## src/video_timing_pkg.sv

```systemverilog
/* Raster constants for 640x480 at 60 Hz with a 25 MHz class pixel clock.
   Timing generator, painter and checker reference these by scoped name. */

package video_timing_pkg;

    localparam int CORDW = 10;           // coordinate width, holds 0..1023

    // active picture
    localparam int H_RES = 640;          // visible pixels per line
    localparam int V_RES = 480;          // visible lines per frame

    // horizontal blanking in pixels
    localparam int H_FP   = 16;          // front porch
    localparam int H_SYNC = 96;          // sync pulse
    localparam int H_BP   = 48;          // back porch

    // vertical blanking in lines
    localparam int V_FP   = 10;          // front porch
    localparam int V_SYNC = 2;           // sync pulse
    localparam int V_BP   = 33;          // back porch

    localparam int H_TOTAL = H_RES + H_FP + H_SYNC + H_BP;  // 800
    localparam int V_TOTAL = V_RES + V_FP + V_SYNC + V_BP;  // 525

    // sync windows, start inclusive and end exclusive
    localparam int HS_START = H_RES + H_FP;      // 656
    localparam int HS_END   = HS_START + H_SYNC; // 752
    localparam int VS_START = V_RES + V_FP;      // 490
    localparam int VS_END   = VS_START + V_SYNC; // 492

    localparam logic SYNC_ACTIVE = 1'b0; // negative polarity for this mode

endpackage

```

## src/scene_pkg.sv

```systemverilog
/* Scene description for the bouncing squares.
   Sizes, speeds and start positions are indexed by square number. */

package scene_pkg;

    localparam int NUM_SQUARES = 3;      // red, green, blue
    localparam int COLRW = 4;            // bits per colour channel

    // edge length in pixels
    localparam int SQ_SIZE [NUM_SQUARES] = '{100, 150, 200};

    // pixels moved per frame on each axis
    localparam int SQ_SPEED [NUM_SQUARES] = '{3, 2, 2};

    // start positions sit a few steps short of the right and bottom edges
    // so every square bounces on both axes within the first frames
    //   sq0  edge x 537, edge y 377
    //   sq1  edge x 488, edge y 328
    //   sq2  edge x 438, edge y 278
    localparam int SQ_START_X [NUM_SQUARES] = '{530, 482, 432};
    localparam int SQ_START_Y [NUM_SQUARES] = '{370, 322, 272};

    // channel intensities
    localparam logic [COLRW-1:0] COL_ON  = {COLRW{1'b1}};  // full
    localparam logic [COLRW-1:0] COL_OFF = {COLRW{1'b0}};  // dark

    // square 0 paints red, 1 green, 2 blue
    localparam int CH_RED   = 0;
    localparam int CH_GREEN = 1;
    localparam int CH_BLUE  = 2;

endpackage

```

## src/display_timings.sv

```systemverilog
/* Raster timing generator. Walks the full 800x525 frame and flags sync,
   data enable and a one-cycle strobe at the first blanking line. */

`timescale 1ns/100ps

module display_timings (
    input  logic                                clk_pix,
    input  logic                                rst,
    output logic [video_timing_pkg::CORDW-1:0]  sx,     // pixel column
    output logic [video_timing_pkg::CORDW-1:0]  sy,     // pixel row
    output logic                                hsync,
    output logic                                vsync,
    output logic                                de,     // visible area
    output logic                                frame   // start of vblank
);

    localparam int CW = video_timing_pkg::CORDW;

    localparam logic [CW-1:0] H_LAST   = CW'(video_timing_pkg::H_TOTAL - 1);
    localparam logic [CW-1:0] V_LAST   = CW'(video_timing_pkg::V_TOTAL - 1);
    localparam logic [CW-1:0] H_ACT    = CW'(video_timing_pkg::H_RES);
    localparam logic [CW-1:0] V_ACT    = CW'(video_timing_pkg::V_RES);
    localparam logic [CW-1:0] HS_FIRST = CW'(video_timing_pkg::HS_START);
    localparam logic [CW-1:0] HS_STOP  = CW'(video_timing_pkg::HS_END);
    localparam logic [CW-1:0] VS_FIRST = CW'(video_timing_pkg::VS_START);
    localparam logic [CW-1:0] VS_STOP  = CW'(video_timing_pkg::VS_END);

    logic h_wrap;                        // last pixel of a line
    logic v_wrap;                        // last line of a frame

    assign h_wrap = (sx == H_LAST);
    assign v_wrap = (sy == V_LAST);

    // raster counters
    always_ff @(posedge clk_pix) begin
        if (rst) begin
            sx <= '0;
            sy <= '0;
        end else if (h_wrap) begin
            sx <= '0;                    // new line
            sy <= v_wrap ? '0 : sy + 1'b1;
        end else begin
            sx <= sx + 1'b1;
        end
    end

    // sync windows from the package, polarity from SYNC_ACTIVE
    always_comb begin
        hsync = (sx >= HS_FIRST && sx < HS_STOP) ? video_timing_pkg::SYNC_ACTIVE
                                                 : ~video_timing_pkg::SYNC_ACTIVE;
        vsync = (sy >= VS_FIRST && sy < VS_STOP) ? video_timing_pkg::SYNC_ACTIVE
                                                 : ~video_timing_pkg::SYNC_ACTIVE;
    end

    assign de = (sx < H_ACT) && (sy < V_ACT);

    // one pulse per frame, first pixel slot of line 480
    assign frame = (sy == V_ACT) && (sx == '0);

endmodule

```

## src/square_mover.sv

```systemverilog
/* Position and direction state for one square. IDX picks its size, speed
   and start point from the scene package; it steps once per frame strobe. */

`timescale 1ns/100ps

module square_mover #(
    parameter int IDX = 0                // square number, below NUM_SQUARES
) (
    input  logic                                clk_pix,
    input  logic                                rst,
    input  logic                                frame,  // start of vblank
    output logic [video_timing_pkg::CORDW-1:0]  qx,     // left edge
    output logic [video_timing_pkg::CORDW-1:0]  qy      // top edge
);

    localparam int CW = video_timing_pkg::CORDW;

    localparam int SIZE  = scene_pkg::SQ_SIZE[IDX];
    localparam int SPEED = scene_pkg::SQ_SPEED[IDX];

    localparam logic [CW-1:0] STEP    = CW'(SPEED);
    localparam logic [CW-1:0] START_X = CW'(scene_pkg::SQ_START_X[IDX]);
    localparam logic [CW-1:0] START_Y = CW'(scene_pkg::SQ_START_Y[IDX]);

    // far edge thresholds, next step would cross the border
    localparam logic [CW-1:0] EDGE_X = CW'(video_timing_pkg::H_RES - (SIZE + SPEED));
    localparam logic [CW-1:0] EDGE_Y = CW'(video_timing_pkg::V_RES - (SIZE + SPEED));

    logic dx;                            // 1 means moving left
    logic dy;                            // 1 means moving up

    logic [CW:0] next_x;                 // {dir, pos} after one step
    logic [CW:0] next_y;

    // one axis of the reflecting step
    // far edge wins over near edge so a square never leaves the screen
    function automatic logic [CW:0] step_axis(
        input logic [CW-1:0] pos,
        input logic          dir,
        input logic [CW-1:0] far_edge
    );
        logic          new_dir;
        logic [CW-1:0] new_pos;
        if (pos >= far_edge) begin
            new_dir = 1'b1;              // bounce back
            new_pos = pos - STEP;
        end else if (pos < STEP) begin
            new_dir = 1'b0;              // bounce off origin side
            new_pos = pos + STEP;
        end else begin
            new_dir = dir;               // keep going
            new_pos = dir ? pos - STEP : pos + STEP;
        end
        return {new_dir, new_pos};
    endfunction

    assign next_x = step_axis(qx, dx, EDGE_X);
    assign next_y = step_axis(qy, dy, EDGE_Y);

    // scene state, held for a whole frame
    always_ff @(posedge clk_pix) begin
        if (rst) begin
            qx <= START_X;
            qy <= START_Y;
            dx <= 1'b0;                  // right
            dy <= 1'b0;                  // down
        end else if (frame) begin
            {dx, qx} <= next_x;
            {dy, qy} <= next_y;
        end
    end

endmodule

```

## src/square_painter.sv

```systemverilog
/* Colours the current pixel from three square positions and registers
   sync, enable and colour together, standing in for the board output pins. */

`timescale 1ns/100ps

module square_painter (
    input  logic                                clk_pix,
    input  logic                                rst,
    input  logic [video_timing_pkg::CORDW-1:0]  sx,
    input  logic [video_timing_pkg::CORDW-1:0]  sy,
    input  logic                                hsync,
    input  logic                                vsync,
    input  logic                                de,
    input  logic [video_timing_pkg::CORDW-1:0]  q0x,
    input  logic [video_timing_pkg::CORDW-1:0]  q0y,
    input  logic [video_timing_pkg::CORDW-1:0]  q1x,
    input  logic [video_timing_pkg::CORDW-1:0]  q1y,
    input  logic [video_timing_pkg::CORDW-1:0]  q2x,
    input  logic [video_timing_pkg::CORDW-1:0]  q2y,
    output logic                                vid_hsync,
    output logic                                vid_vsync,
    output logic                                vid_de,
    output logic [scene_pkg::COLRW-1:0]         vid_r,
    output logic [scene_pkg::COLRW-1:0]         vid_g,
    output logic [scene_pkg::COLRW-1:0]         vid_b
);

    localparam int CW = video_timing_pkg::CORDW;

    logic draw [scene_pkg::NUM_SQUARES];  // pixel inside square n

    // rectangle test, one extra bit so the far edge cannot wrap
    function automatic logic in_square(
        input logic [CW-1:0] x0,
        input logic [CW-1:0] y0,
        input int            size
    );
        logic [CW:0] x_end;
        logic [CW:0] y_end;
        x_end = {1'b0, x0} + (CW+1)'(size);
        y_end = {1'b0, y0} + (CW+1)'(size);
        return (sx >= x0) && ({1'b0, sx} < x_end)
            && (sy >= y0) && ({1'b0, sy} < y_end);
    endfunction

    always_comb begin
        draw[0] = in_square(q0x, q0y, scene_pkg::SQ_SIZE[0]);
        draw[1] = in_square(q1x, q1y, scene_pkg::SQ_SIZE[1]);
        draw[2] = in_square(q2x, q2y, scene_pkg::SQ_SIZE[2]);
    end

    // output register, reset drives blank video with idle syncs
    always_ff @(posedge clk_pix) begin
        if (rst) begin
            vid_hsync <= ~video_timing_pkg::SYNC_ACTIVE;
            vid_vsync <= ~video_timing_pkg::SYNC_ACTIVE;
            vid_de    <= 1'b0;
            vid_r     <= scene_pkg::COL_OFF;
            vid_g     <= scene_pkg::COL_OFF;
            vid_b     <= scene_pkg::COL_OFF;
        end else begin
            vid_hsync <= hsync;
            vid_vsync <= vsync;
            vid_de    <= de;
            vid_r <= (de && draw[scene_pkg::CH_RED])   ? scene_pkg::COL_ON : scene_pkg::COL_OFF;
            vid_g <= (de && draw[scene_pkg::CH_GREEN]) ? scene_pkg::COL_ON : scene_pkg::COL_OFF;
            vid_b <= (de && draw[scene_pkg::CH_BLUE])  ? scene_pkg::COL_ON : scene_pkg::COL_OFF;
        end
    end

endmodule

```

## src/bounce_top.sv

```systemverilog
/* Bouncing squares video source. Timing generator feeds three movers and
   the painter; video leaves one cycle after the raster counters. */

`timescale 1ns/100ps

module bounce_top (
    input  logic                         clk_pix,
    input  logic                         rst,
    output logic                         vid_hsync,
    output logic                         vid_vsync,
    output logic                         vid_de,
    output logic [scene_pkg::COLRW-1:0]  vid_r,
    output logic [scene_pkg::COLRW-1:0]  vid_g,
    output logic [scene_pkg::COLRW-1:0]  vid_b
);

    logic [video_timing_pkg::CORDW-1:0] sx;       // raster position
    logic [video_timing_pkg::CORDW-1:0] sy;
    logic                               hsync;
    logic                               vsync;
    logic                               de;
    logic                               frame;    // vblank strobe

    logic [video_timing_pkg::CORDW-1:0] q0x, q0y; // square positions
    logic [video_timing_pkg::CORDW-1:0] q1x, q1y;
    logic [video_timing_pkg::CORDW-1:0] q2x, q2y;

    display_timings timings (
        .clk_pix (clk_pix),
        .rst     (rst),
        .sx      (sx),
        .sy      (sy),
        .hsync   (hsync),
        .vsync   (vsync),
        .de      (de),
        .frame   (frame)
    );

    // positions only change in blanking
    square_mover #(.IDX(0)) mover0 (.clk_pix(clk_pix), .rst(rst), .frame(frame), .qx(q0x), .qy(q0y));
    square_mover #(.IDX(1)) mover1 (.clk_pix(clk_pix), .rst(rst), .frame(frame), .qx(q1x), .qy(q1y));
    square_mover #(.IDX(2)) mover2 (.clk_pix(clk_pix), .rst(rst), .frame(frame), .qx(q2x), .qy(q2y));

    square_painter painter (
        .clk_pix   (clk_pix),
        .rst       (rst),
        .sx        (sx),
        .sy        (sy),
        .hsync     (hsync),
        .vsync     (vsync),
        .de        (de),
        .q0x       (q0x),
        .q0y       (q0y),
        .q1x       (q1x),
        .q1y       (q1y),
        .q2x       (q2x),
        .q2y       (q2y),
        .vid_hsync (vid_hsync),
        .vid_vsync (vid_vsync),
        .vid_de    (vid_de),
        .vid_r     (vid_r),
        .vid_g     (vid_g),
        .vid_b     (vid_b)
    );

endmodule

```

## config.mk

```make
export PLATFORM = sky130hd
export DESIGN_NAME = bounce_top
export DESIGN_NICKNAME = d
export VERILOG_FILES = /design/src/video_timing_pkg.sv /design/src/scene_pkg.sv /design/src/display_timings.sv /design/src/square_mover.sv /design/src/square_painter.sv /design/src/bounce_top.sv
export SDC_FILE = /design/constraint.sdc
export NUM_CORES = 1
export LEC_CHECK = 0
export ABC_CLOCK_PERIOD_IN_PS = 2300
export BUFFER_PORTS_ARGS = -buffer_cell sky130_fd_sc_hd__buf_4
export CORE_ASPECT_RATIO = 2
export CORE_UTILIZATION = 25
export DETAILED_ROUTE_END_ITERATION = 12
export GPL_TIMING_DRIVEN = 0
export PLACE_DENSITY = 0.37
export SLEW_MARGIN = 0
export SYNTH_ARGS = -nofsm -noshare
export SYNTH_HDL_FRONTEND = slang
export SYNTH_SLANG_ARGS = --single-unit
```

## constraint.sdc

```tcl
create_clock -name clk_pix -period 2.3 [get_ports clk_pix]
set_clock_uncertainty 0.05 [all_clocks]
set_input_delay 0.115 -clock clk_pix [delete_from_list [all_inputs] [get_ports clk_pix]]
set_output_delay 0.115 -clock clk_pix [all_outputs]
set_load 0.01 [all_outputs]
```

# After elaboration in Yosys (flattened, before gate mapping)
# Index checks and enable logic that the tools add are counted.
[classes]
magnitude_cmp = 30
eq_ne = 3
reduce_logical = 30
addsub = 20
muxes = 36
[op_table]
columns = ["cell", "count"]
rows = [
  ["2-to-1 mux 10 bit", 19],
  ["< comparator 10 x 11 -> 1 bit", 6],
  ["adder 10 x 2 -> 10 bit, second input constant", 6],
  ["greater-or-equal comparator 10 bit", 6],
  ["greater-or-equal comparator 10 x 9 -> 1 bit, second input constant", 6],
  ["< comparator 10 x 2 -> 1 bit, second input constant", 6],
  ["subtractor 10 x 2 -> 10 bit, second input constant", 6],
  ["adder 10 x 8 -> 11 bit, second input constant", 4],
  ["adder 10 x 7 -> 11 bit, second input constant", 2],
  ["adder 10 x 1 -> 10 bit, second input constant", 2],
  ["== test 10 bit, second input constant", 2],
  ["greater-or-equal comparator 10 bit, second input constant", 2],
  ["< comparator 10 bit, second input constant", 2],
  ["< comparator 10 x 9 -> 1 bit, second input constant", 2],
  ["logical AND 1 bit", 16],
  ["2-to-1 mux 1 bit", 14],
  ["2-to-1 mux 4 bit", 3],
  ["AND reduction 2 bit", 6],
  ["nonzero test 2 bit", 6],
  ["== test 10 x 9 -> 1 bit, second input constant", 1],
  ["logical NOT 10 bit", 1],
  ["OR reduction 2 bit", 1],
]
[word_totals]
out_inout_bits = 15
input_bits = 2
reg_bits = 101

# Longest topological paths before layout
# Gate-level depths: netlist of the first run.
[depth]
word_depth = 7
mapped_depth = 12

# Hierarchy
# Synthesis of the first run repeated with hierarchy kept, for this count alone.
[unflattened]
cells_unflattened = 1115
area_unflattened_um2 = 8800.9
[modules_own_cells]
columns = ["module", "area_each_um2", "cells_per_inst", "n_inst", "seq_area_each_um2"]
rows = [
  ["square_painter", 3333.2, 421, 1, 120.1],
  ["square_mover (mover0)", 1610.3, 205, 1, 440.4],
  ["square_mover (mover2)", 1408.9, 181, 1, 400.4],
  ["square_mover (mover1)", 1377.6, 174, 1, 400.4],
  ["display_timings", 1071.0, 134, 1, 400.4],
]

# Worst setup path before layout of the first run
# OpenSTA, ideal clock, no wires.
[synth_timing]
path_type = "register to register"
start = "register mover0.qx[2] (netlist bit)"
end = "register mover0.qx[2] (netlist bit)"
path_slack_ps = -251
required_time_ps = 2180
synth_period_minus_slack_ps = 2551
n_path_buf = 0
setup_time_ps = 70
path_stages_with_launch = 9
arrival_ps = 2431
path_cell_list = "dfxtp_1 -> inv_1 -> ha_1 -> a21boi_0 -> a41oi_1 -> a21oi_2 -> mux2_2 -> or3_1 -> a21oi_1"
[synth_between]
elab_chain_cells = 4
[synth_lines]
columns = ["item", "line", "rtl"]
rows = [
  ["start, declared", "square_mover.sv:12", "output logic [video_timing_pkg::CORDW-1:0] qx,"],
  ["start signal, assigned", "square_mover.sv:68", "{dx, qx} <= next_x;"],
  ["adder 10 x 2 -> 10 bit or subtractor 10 x 2 -> 10 bit (tied branches)", "square_mover.sv:49, square_mover.sv:52, square_mover.sv:46", ""],
  ["2-to-1 mux 10 bit", "square_mover.sv:52", "new_pos = dir ? pos - STEP : pos + STEP;"],
  ["2-to-1 mux 10 bit", "square_mover.sv:47", "end else if (pos < STEP) begin"],
  ["2-to-1 mux 10 bit *", "square_mover.sv:44", "if (pos >= far_edge) begin"],
]
# Mark *: on every way between the ends. The rest lies on a longest branch, timed or not.
# A chain may end at the register's enable or synchronous reset.

# Worst setup path in the final report of the first run
[layout_timing]
start = "register mover2.qy[7] (netlist bit)"
end = "register mover2.qy[7] (netlist bit)"
[layout_between]
elab_chain_cells = 4
[layout_lines]
columns = ["item", "line", "rtl"]
rows = [
  ["start, declared", "square_mover.sv:13", "output logic [video_timing_pkg::CORDW-1:0] qy"],
  ["start signal, assigned", "square_mover.sv:69", "{dy, qy} <= next_y;"],
  ["adder 10 x 2 -> 10 bit or subtractor 10 x 2 -> 10 bit (tied branches)", "square_mover.sv:49, square_mover.sv:52, square_mover.sv:46", ""],
  ["2-to-1 mux 10 bit", "square_mover.sv:52", ""],
  ["2-to-1 mux 10 bit", "square_mover.sv:47", ""],
  ["2-to-1 mux 10 bit *", "square_mover.sv:44", ""],
]
# Marked as above.

==> results of run 1 <==
[final timing paths]
kind | cells past startpoint | endpoint | slack (ns) | startpoint
worst max-delay path | 6 | mover2.qy[7] | -0.17 | mover2.qy[7]
worst max register to register | 6 | mover2.qy[7] | -0.17 | mover2.qy[7]
worst min-delay path | 3 | mover0.qx[8] | 0.14 | rst
worst min register to register | 2 | mover2.dx | 0.43 | mover2.dx
[logic make-up (layout without fill, tap and decap cells)]
family          count (synthesis)  in the layout  synth area share (%)
compound gates                246            246                 19.47
fa+ha+maj                     138            138                 20.91
flops                          88             88                 21.34
buf+inv                       132            245                 6.577
simple gates                  331            331                 20.23
xor+xnor                       68             68                 7.213
mux                            34             34                 4.258
[cell usage after synthesis (all sizes together) (9+ instances only)]
cell type	number	area share [%]
nor4	15	1.2
mux2i	25	3.0
nand4	18	1.4
nand2	63	2.9
nor3	20	1.2
inv	79	3.6
ha	138	21
nand2b	13	0.99
nor2	88	4.0
a21oi	65	4.1
xnor2	55	5.8
o21ai	64	3.9
buf	14	1.2
clkbuf	39	1.8
nand3	45	2.7
o2111ai	9	0.95
o31ai	10	0.97
o21a	12	1.1
or3	30	2.3
dfxtp	88	21
xor2	13	1.4
mux2	9	1.2
a211oi	20	1.8
[metal layers]
layer / wire [um] / up-vias
li1: - / 3979
met1: 11710 / 3924
met2: 19290 / 131
met3: 591 / 73
met4: 1757 / 0
met5: 0 / -
[per-stage QoR]
step / utilization, % / setup WS (ns) / cells / TNS [ns] / cell area [sq um]
6_report: 34.36 / -0.1700 / 1577 / -0.7793 / 11120
5_1_grt: 34.36 / -0.2304 / 1577 / -2.370 / 11120
4_1_cts: 31.69 / -0.2073 / 1534 / -1.322 / 10250
3_5_place_dp: 27.62 / -1.484 / 1479 / -75.19 / 8935
3_3_place_gp: 27.62 / -1.494 / 1479 / -74.41 / 8935
2_1_floorplan: - / -0.1349 / 1037 / -0.4522 / 8288
[repair_timing]
item	CTS	global route
pin swaps	42	47
cloned	1	0
setup buffers	48	45
setup endpoints to repair	82	53
gates resized for setup	204	152
[worst reg2reg max path: stages (launching register included)]
cell and delay (ns):
dfxtp_4 0.35, or4_4 0.52, o41a_1 0.38, a21oi_4 0.26, mux2_4 0.34, or3_4 0.37, a21oi_2 0.13
[power groups by stage]
stage                     clock network, uW  logic (uW)  registers [uW]
final                                  1500         227            1500
after global routing                   1610         243            1500
after CTS                              1560         176            1520
after detailed placement                  0         144            1570
after global placement                    0         144            1570
after floorplan                           0        75.0            1570
[layout make-up]
class                   instances  share of cell area [%]
plain buffers                  41                   3.050
clock buffers                  10                   2.150
repair buffers                109                   7.767
well taps                     427                   4.806
multi-input cells             817                   61.64
flip-flops and latches         88                   17.29
clock inverters                 6                  0.3602
inverters                      79                   2.938
[state kept, by name, summed over array words and instances, names as in the netlist]
register and flops:
mover0.qx 10, mover0.qy 10, timings.sx 10, timings.sy 10, mover1.qx 9, mover1.qy 9
mover2.qx 9, mover2.qy 9, mover0.dx 1, mover0.dy 1, mover1.dx 1, mover1.dy 1
mover2.dx 1, mover2.dy 1, painter.vid_b 1, painter.vid_de 1, painter.vid_g 1, painter.vid_hsync 1
painter.vid_r 1, painter.vid_vsync 1
==> impl_results.md, run 1 <==
* CTS tree: built
* Hold-fix buffers at CTS at 0
* Commonest non-fill, non-tap cells in the layout: ha_1 (124), buf_4 (107), nor2_1 (77)
* Post-DP HPWL at 24,890 um
* Total CTS buffers at 9
* Total gr overflow at 0
* Combinational group share of total power at 7.0%
* Clock slew at reported path FFs at 0.08 ns
* Endpoints failing setup at 13
* H-tree depth at 3
* Slew margin rel. at 27.44%
* Mapped Cells at 1,037
* Pwr per Cell Area at 290.3 nW/um^2
* Synth cell types at 67
* CP Class: reg -> reg
* Die Wd at 130.5 um
* Final max-slew violation count at 0
* Standard-cell rows at 93
* Fin worst setup slack at -0.1700 ns
* Failing checks: setup timing
* Critical Path RT at 2.54 ns
* RD Place Congestion at 0.7956
* Internal power at 2338 uW
* Global-route wire length before repair at 49,800 um
* Detailed Routing Iterations Pass 1 at 4
* GRT Util Overall at 20.40%
* Sw Pwr at 888.8 uW
* Number of buffers and inverters on the critical path at 0
* Die height at 259.0 um
* CTS Sinks at 88
* Worst-path fanout max at 6
* Tcrit/Tclk final at 107.4%
* Sequential area share after synthesis at 21.34%
* Switching share of power at 27.55%
* Footprint of the multi-input gates at 6852 sq um
* NumNets Final at 1,285
* Power share of the clock group at 46.6%
* Status: finished, violations left
* Worst Tran Pin Value at 1.088 ns
* Syn_area_per_cell at 7.962 sq um
* Crit-path cells: or4_4, o41a_1, a21oi_4, mux2_4, or3_4, a21oi_2
* Delay-heaviest family, CP: simple AND/OR/NAND/NOR gates
* Total power at 3227 uW
* Detailed Route WL at 33,350 um
* Vias at 8,107
* P&R area growth vs syn at 34.63%
* Final min period at 2.470 ns
* WP data arrival at 2.71 ns
* Largest net degree at the start of global routing at 16
* Synthesized area at 8257 sq um
* Vias in the first global route at 8,366
* Clock tree buffer depth at 2
* Leading cell type in the layout, fill and taps excluded: ha_1
* Worst Hold Margin at 0.1433 ns
* Hold WC Path Type: in -> reg
* Net Count, Synth at 1,177
* Core Area at 32,350 sq um
* Final hold vios at 0
* Number of synthesized flops with an enable pin at 0
* Vias/cell at 5.141
* # fillers at 3,547
* Reg power frac at 46.4%
* YS warnings at 0
* Peak VDD IR at 356.6 uV
* Wire length per cell at 21.15 um
* Diodes inserted at 0
* Max-cap violations at 0
* Post-route ant nets at 0
* Iter 0 DRT Violations at 397
* M3 GR Usage at 2.267%
* Max incr delay on CP at 0.52 ns
* RSZ-0062 raised after global routing: yes
* Die area at 33,800 sq um
* Leak Pwr at 0.004610 uW
* I/O Pins at 17
* Busiest layer in global routing: met2
* Clk Latency, worst-skew pair at 0.38 ns
* Port Buffers at 15
* FFs w/ async S/R, synth at 0%
* Clock root buffer: clkbuf_16
* Startpoint types: register
* DRC Markers at 0
* Fraction of layout cells with a size suffix above 1 at 30.43%
* Initial antenna violation count at 0
* Post-synthesis register bit count at 88
* Slowest-stage cell, CP: or4_4
* Fmax achieved at 0.4049 GHz
* Met2 usage at 41.18%
* Sequential Area at 1922 sq um
* M1 GR Usage at 18.81%
* Ys flop type: dfxtp_1
* Initial Util at 25.52%
* CP Capture Type: register
Note: power is estimated with default switching activity, not from simulation.
==> run 2: changes to the inputs <==
--- a/config.mk
+++ b/config.mk
@@ -10,8 +10,8 @@
 export CORE_ASPECT_RATIO = 2
 export CORE_UTILIZATION = 25
 export DETAILED_ROUTE_END_ITERATION = 12
-export GPL_TIMING_DRIVEN = 0
 export PLACE_DENSITY = 0.37
+export SETUP_SLACK_MARGIN = 0.15
 export SLEW_MARGIN = 0
 export SYNTH_ARGS = -nofsm -noshare
 export SYNTH_HDL_FRONTEND = slang
==> run 2 against run 1 <==
  * The flow still finishes with violations (setup timing)
  * Sequential power is essentially flat
  * Count of clock-buffer cells in the layout grew 1
  * Routed wire length down 5.4%
  * Die area unchanged
  * Flip-flop and latch count unchanged
  * Clock power increased by 7%
  * Power is 3.4% higher
  * Final area grew 9.0%
  * Global-route usage down 0.95 points
  * Via count rose by 3.7%
  * First-iteration DRC count is 29% lower
  * Cell count up 7.1%
  * Critical endpoint is now mover1.qx[7]
==> impl_results.md, run 2 (same netlist as run 1, synthesis figures left out) <==
* Status: finished, violations left
* Failing checks: setup timing
* Endpoints failing setup at 7
* Reg2reg path depth at 9
* Total CTS buffers at 9
* Hold-fix buffers at CTS at 0
* Die Wd at 130.5 um
* Switching share of power at 25.94%
* Diodes inserted at 0
* Die height at 259.0 um
* Final min period at 2.375 ns
* Final hold vios at 0
* Peak VDD IR at 372.9 uV
* Post-DP HPWL at 24,980 um
* Power share of the clock group at 48.3%
* Slew margin rel. at 63.68%
* Leak Pwr at 0.005187 uW
* Hold path endpoint: painter.vid_vsync
* NumNets Final at 1,398
* CTS tree: built
* Total gr overflow at 0
* Reg power frac at 45.6%
* Clock slew at reported path FFs at 0.07 ns
* Clk Latency, worst-skew pair at 0.38 ns
* I/O Pins at 17
* Commonest non-fill, non-tap cells in the layout: buf_4 (215), ha_1 (121), nor2_1 (79)
* RSZ-0062 raised after global routing: yes
* Worst Hold Margin at 0.09101 ns
* Post-route ant nets at 0
* DRC Markers at 0
* GRT Util Overall at 19.45%
* Critical Path RT at 2.49 ns
* Standard-cell rows at 93
* CP Class: reg -> reg
* Vias/cell at 4.978
* Fraction of layout cells with a size suffix above 1 at 37.72%
* Core Area at 32,350 sq um
* Worst Tran Pin Value at 0.5448 ns
* Clock root buffer: clkbuf_16
* RD Place Congestion at 0.8418
* Largest net degree at the start of global routing at 38
* Detailed Routing Iterations Pass 1 at 4
* Worst-path fanout max at 4
* Hold WC Path Type: in -> reg
* Combinational group share of total power at 6.1%
* Fin worst setup slack at -0.07524 ns
* Leading cell type in the layout, fill and taps excluded: buf_4
* Internal power at 2472 uW
* Initial antenna violation count at 0
* Max-cap violations at 0
* Hold Path Cell Cnt at 4
* Iter 0 DRT Violations at 280
* Fmax achieved at 0.4210 GHz
* Pwr per Cell Area at 275.4 nW/um^2
* Reg2reg start: mover1.qx[1]
* Global-route wire length before repair at 48,750 um
* Initial Util at 25.52%
* Clock tree buffer depth at 2
* Final max-slew violation count at 0
* Final core utilization at 37.46%
* Vias at 8,408
* Setup slack, reg-to-reg at -0.08 ns
* Wire length per cell at 18.68 um
* Worst min-delay path startpoint: rst
* P&R area growth vs syn at 46.78%
* Startpoint types: register
* CTS Sinks at 88
* Total power at 3338 uW
* FF-to-FF End: mover1.qx[7]
* Vias in the first global route at 8,554
* CP Capture Type: register
* Detailed Route WL at 31,550 um
* Die area at 33,800 sq um
* WP data arrival at 2.57 ns
* Sw Pwr at 865.8 uW
* Tcrit/Tclk final at 103.3%
* Port Buffers at 16
* H-tree depth at 3
## run 2: metrics by stage
step,worst slack [ns],std cells,cell area (sq um),TNS (ns)
2_1_floorplan,-0.1349,1037,8388,-0.3624
3_3_place_gp,-0.2629,1626,10340,-1.599
3_5_place_dp,-0.2729,1626,10340,-1.394
4_1_cts,-0.03899,1669,11340,-0.2037
5_1_grt,-0.1436,1689,12120,-1.021
6_report,-0.07524,1689,12120,-0.1848
## run 2: worst max-delay path: stages (launching register included)
cell	delay [ns]
dfxtp_4	0.36
buf_6	0.11
or4_4	0.56
o31ai_4	0.24
nor2b_4	0.21
buf_4	0.12
buf_6	0.10
nand4_1	0.16
a211oi_2	0.24
a31oi_1	0.09
## run 2: how the worst max path moves through the flow
stage,start,endpoint,depth (start not counted)
finish,mover1.qx[1],mover1.qx[7],9
floorplan,mover2.qy[6],mover2.qy[5],7
global placement,mover0.qy[2],painter.vid_r[2],9
detailed placement,mover0.qy[3],painter.vid_r[2],9
CTS,mover1.qx[1],painter.vid_g[2],11
global route,mover1.qx[1],mover1.qx[7],9
## run 2: layout make-up
class / instances / area, sq um
Clock inverter: 4 / 55.05
Clock buffer: 11 / 242.7
Inverter: 79 / 304.0
Sequential cell: 88 / 1828
Tap cell: 427 / 534.3
Fill cell: 3485 / 20230
Multi-Input combinational cell: 817 / 6949
Timing Repair Buffer: 263 / 2206
## run 2: what timing repair did
action                     4_1_cts  5_1_grt
cloned                           1        0
setup endpoints to repair       54       61
pin swaps                       43       74
buffers inserted                27       20
resized for setup              137      142
## run 2: power groups by stage
stage	Sequential, uW	Combinational, uW	Clock, uW
3_3_place_gp	1570	167	0
5_1_grt	1520	224	1740
3_5_place_dp	1570	166	0
4_1_cts	1520	179	1690
6_report	1520	203	1610
2_1_floorplan	1570	75.2	0
## run 2: routing by layer
layer | global-route usage, % | up-vias | part of all wire, %
li1 | - | 4197 | -
met1 | 18.43 | 4091 | 35
met2 | 40.48 | 75 | 61
met3 | 2.246 | 45 | 1.6
met4 | 7.120 | 0 | 2.6
met5 | 0 | - | 0
==> run 3: changes to the inputs <==
--- a/config.mk
+++ b/config.mk
@@ -10,9 +10,10 @@
 export CORE_ASPECT_RATIO = 2
 export CORE_UTILIZATION = 25
 export DETAILED_ROUTE_END_ITERATION = 12
-export PLACE_DENSITY = 0.37
+export PLACE_DENSITY = 0.48
+export REMOVE_ABC_BUFFERS = 1
 export SETUP_SLACK_MARGIN = 0.15
-export SLEW_MARGIN = 0
+export SLEW_MARGIN = 20
 export SYNTH_ARGS = -nofsm -noshare
 export SYNTH_HDL_FRONTEND = slang
 export SYNTH_SLANG_ARGS = --single-unit
==> run 3 against run 2 <==
  * The flow still finishes with violations (setup timing)
  * Sequential share of layout area is essentially flat
  * Non-clock buffer count grew 2
  * Critical path depth shrank 3
  * Count of clock-buffer cells in the layout shrank 1
  * Clock power is essentially flat
  * Flip-flop and latch count is the same
  * Sequential power is essentially flat
  * Fmax shrank 0.99%
  * Register-to-register slack lost 0.02 ns
  * Utilization grew 0.26 points
  * Largest power group unchanged
==> impl_results.md, run 3 (same netlist as run 1, synthesis figures left out) <==
* Clock root buffer: clkbuf_16
* Iter 0 DRT Violations at 230
* Total CTS buffers at 9
* RSZ-0062 raised after global routing: yes
* Fraction of layout cells with a size suffix above 1 at 38.10%
* Clock slew at reported path FFs at 0.08 ns
* Hold-fix buffers at CTS at 0
* Final hold vios at 0
* Vias/cell at 5.054
* Commonest non-fill, non-tap cells in the layout: buf_4 (224), ha_1 (120), nor2_1 (78)
* Standard-cell rows at 93
* Met2 WL post-DR at 17,870 um
* Initial antenna violation count at 0
* RD Place Congestion at 0.8648
* WP data arrival at 2.66 ns
* Slowest-stage cell, CP: or4_4
* Port Buffers at 16
* Initial Util at 25.52%
* CP Class: reg -> reg
* Max layer used: met4
* Leak Pwr at 0.005274 uW
* H-tree depth at 3
* I/O Pins at 17
* Crit-path cells: or4_4, o41a_1, a21oi_4, mux2_4, or3_4, a21oi_2
* Fmax achieved at 0.4168 GHz
* Peak VDD IR at 286.2 uV
* Core Area at 32,350 sq um
* Post-DP HPWL at 23,460 um
* CTS Sinks at 88
* Detailed Route WL at 30,710 um
* Final max-slew violation count at 0
* Global-route wire length before repair at 46,710 um
* Metal3 WL at 593 um
* Die Wd at 130.5 um
* Pwr per Cell Area at 274.5 nW/um^2
* Clk Latency, worst-skew pair at 0.38 ns
* Vias at 8,552
* Tcrit/Tclk final at 104.3%
* Status: finished, violations left
* Wire length per cell at 18.15 um
* Fin worst setup slack at -0.09910 ns
* Endpoints failing setup at 6
* Die height at 259.0 um
* Final core utilization at 37.72%
* Detailed Routing Iterations Pass 1 at 5
* NumNets Final at 1,400
* Hold WC Path Type: in -> reg
* Dpl ws at -0.2654 ns
* Worst-path fanout max at 5
* Die area at 33,800 sq um
* Clock tree buffer depth at 2
* GRT Util Overall at 18.40%
* DRC Markers at 0
* Final min period at 2.399 ns
* CP Capture Type: register
* Startpoint types: register
* Leading cell type in the layout, fill and taps excluded: buf_4
* CTS tree: built
* Diodes inserted at 0
* P&R area growth vs syn at 47.80%
* Post-route ant nets at 0
* Wl on met1 at 10,190 um
* Worst Tran Pin Value at 0.5687 ns
* Total gr overflow at 0
* Slew margin rel. at 62.05%
* Max-cap violations at 0
* Critical Path RT at 2.56 ns
* Failing checks: setup timing
* Post-route cell area at 12,200 sq um
* Largest net degree at the start of global routing at 70
* DP Area at 10,230 sq um
* Vias in the first global route at 8,944
* Max incr delay on CP at 0.52 ns
-- run 3: layout make-up --
cell class	instances	area [sq um]
sequential	88	1838
tap	427	534.3
clock inverter	6	76.32
timing repair buffer	265	2218
multi-input combinational	817	6995
fill	3382	20150
inverter	79	311.5
clock buffer	10	229.0
-- run 3: per-stage QoR --
step	total power, uW	instances	hold slack, ns	setup TNS (ns)
2_1_floorplan	1626	984	0.1341	-6.977
3_3_place_gp	1728	1632	0.4083	-1.352
3_5_place_dp	1730	1632	0.4157	-1.337
4_1_cts	3402	1673	0.2025	-0.1775
5_1_grt	3469	1692	0.2016	-0.9121
6_report	3350	1692	0.1821	-0.3283
-- run 3: worst max-delay path: cells and delay by family, from the launching register on --
kind	cells	cell delay [ns]
flip-flops	1	0.32
AO/OA/AOI/OAI	3	0.76
AND/OR/NAND/NOR	2	0.85
multiplexers	1	0.33
-- run 3: timing repair --
action                                  CTS  global route
pin swaps                                52            59
cloned                                    0             2
buffers inserted                         25            17
gates resized for setup                 156           162
endpoints found under the setup margin   54            51
-- run 3: worst paths after layout --
path / start / to / slack (ns) / cells past startpoint
worst max register to register: mover2.qy[6] / mover2.qy[5] / -0.1 / 6
worst min-delay path: rst / mover2.qy[1] / 0.18 / 3
worst max-delay path: mover2.qy[6] / mover2.qy[5] / -0.1 / 6
worst min register to register: mover2.dx / mover2.dx / 0.43 / 2
-- run 3: power by group --
group          internal (uW)  switching [uW]  total, uW
clock network            865             767       1630
logic                   79.6             119        199
registers               1510            4.86       1520
-- run 3: layer usage --
metal	vias to the layer above	global-route usage, %
met5	-	0
met1	4107	15.68
li1	4206	-
met2	157	37.54
met3	82	1.628
met4	0	13.57
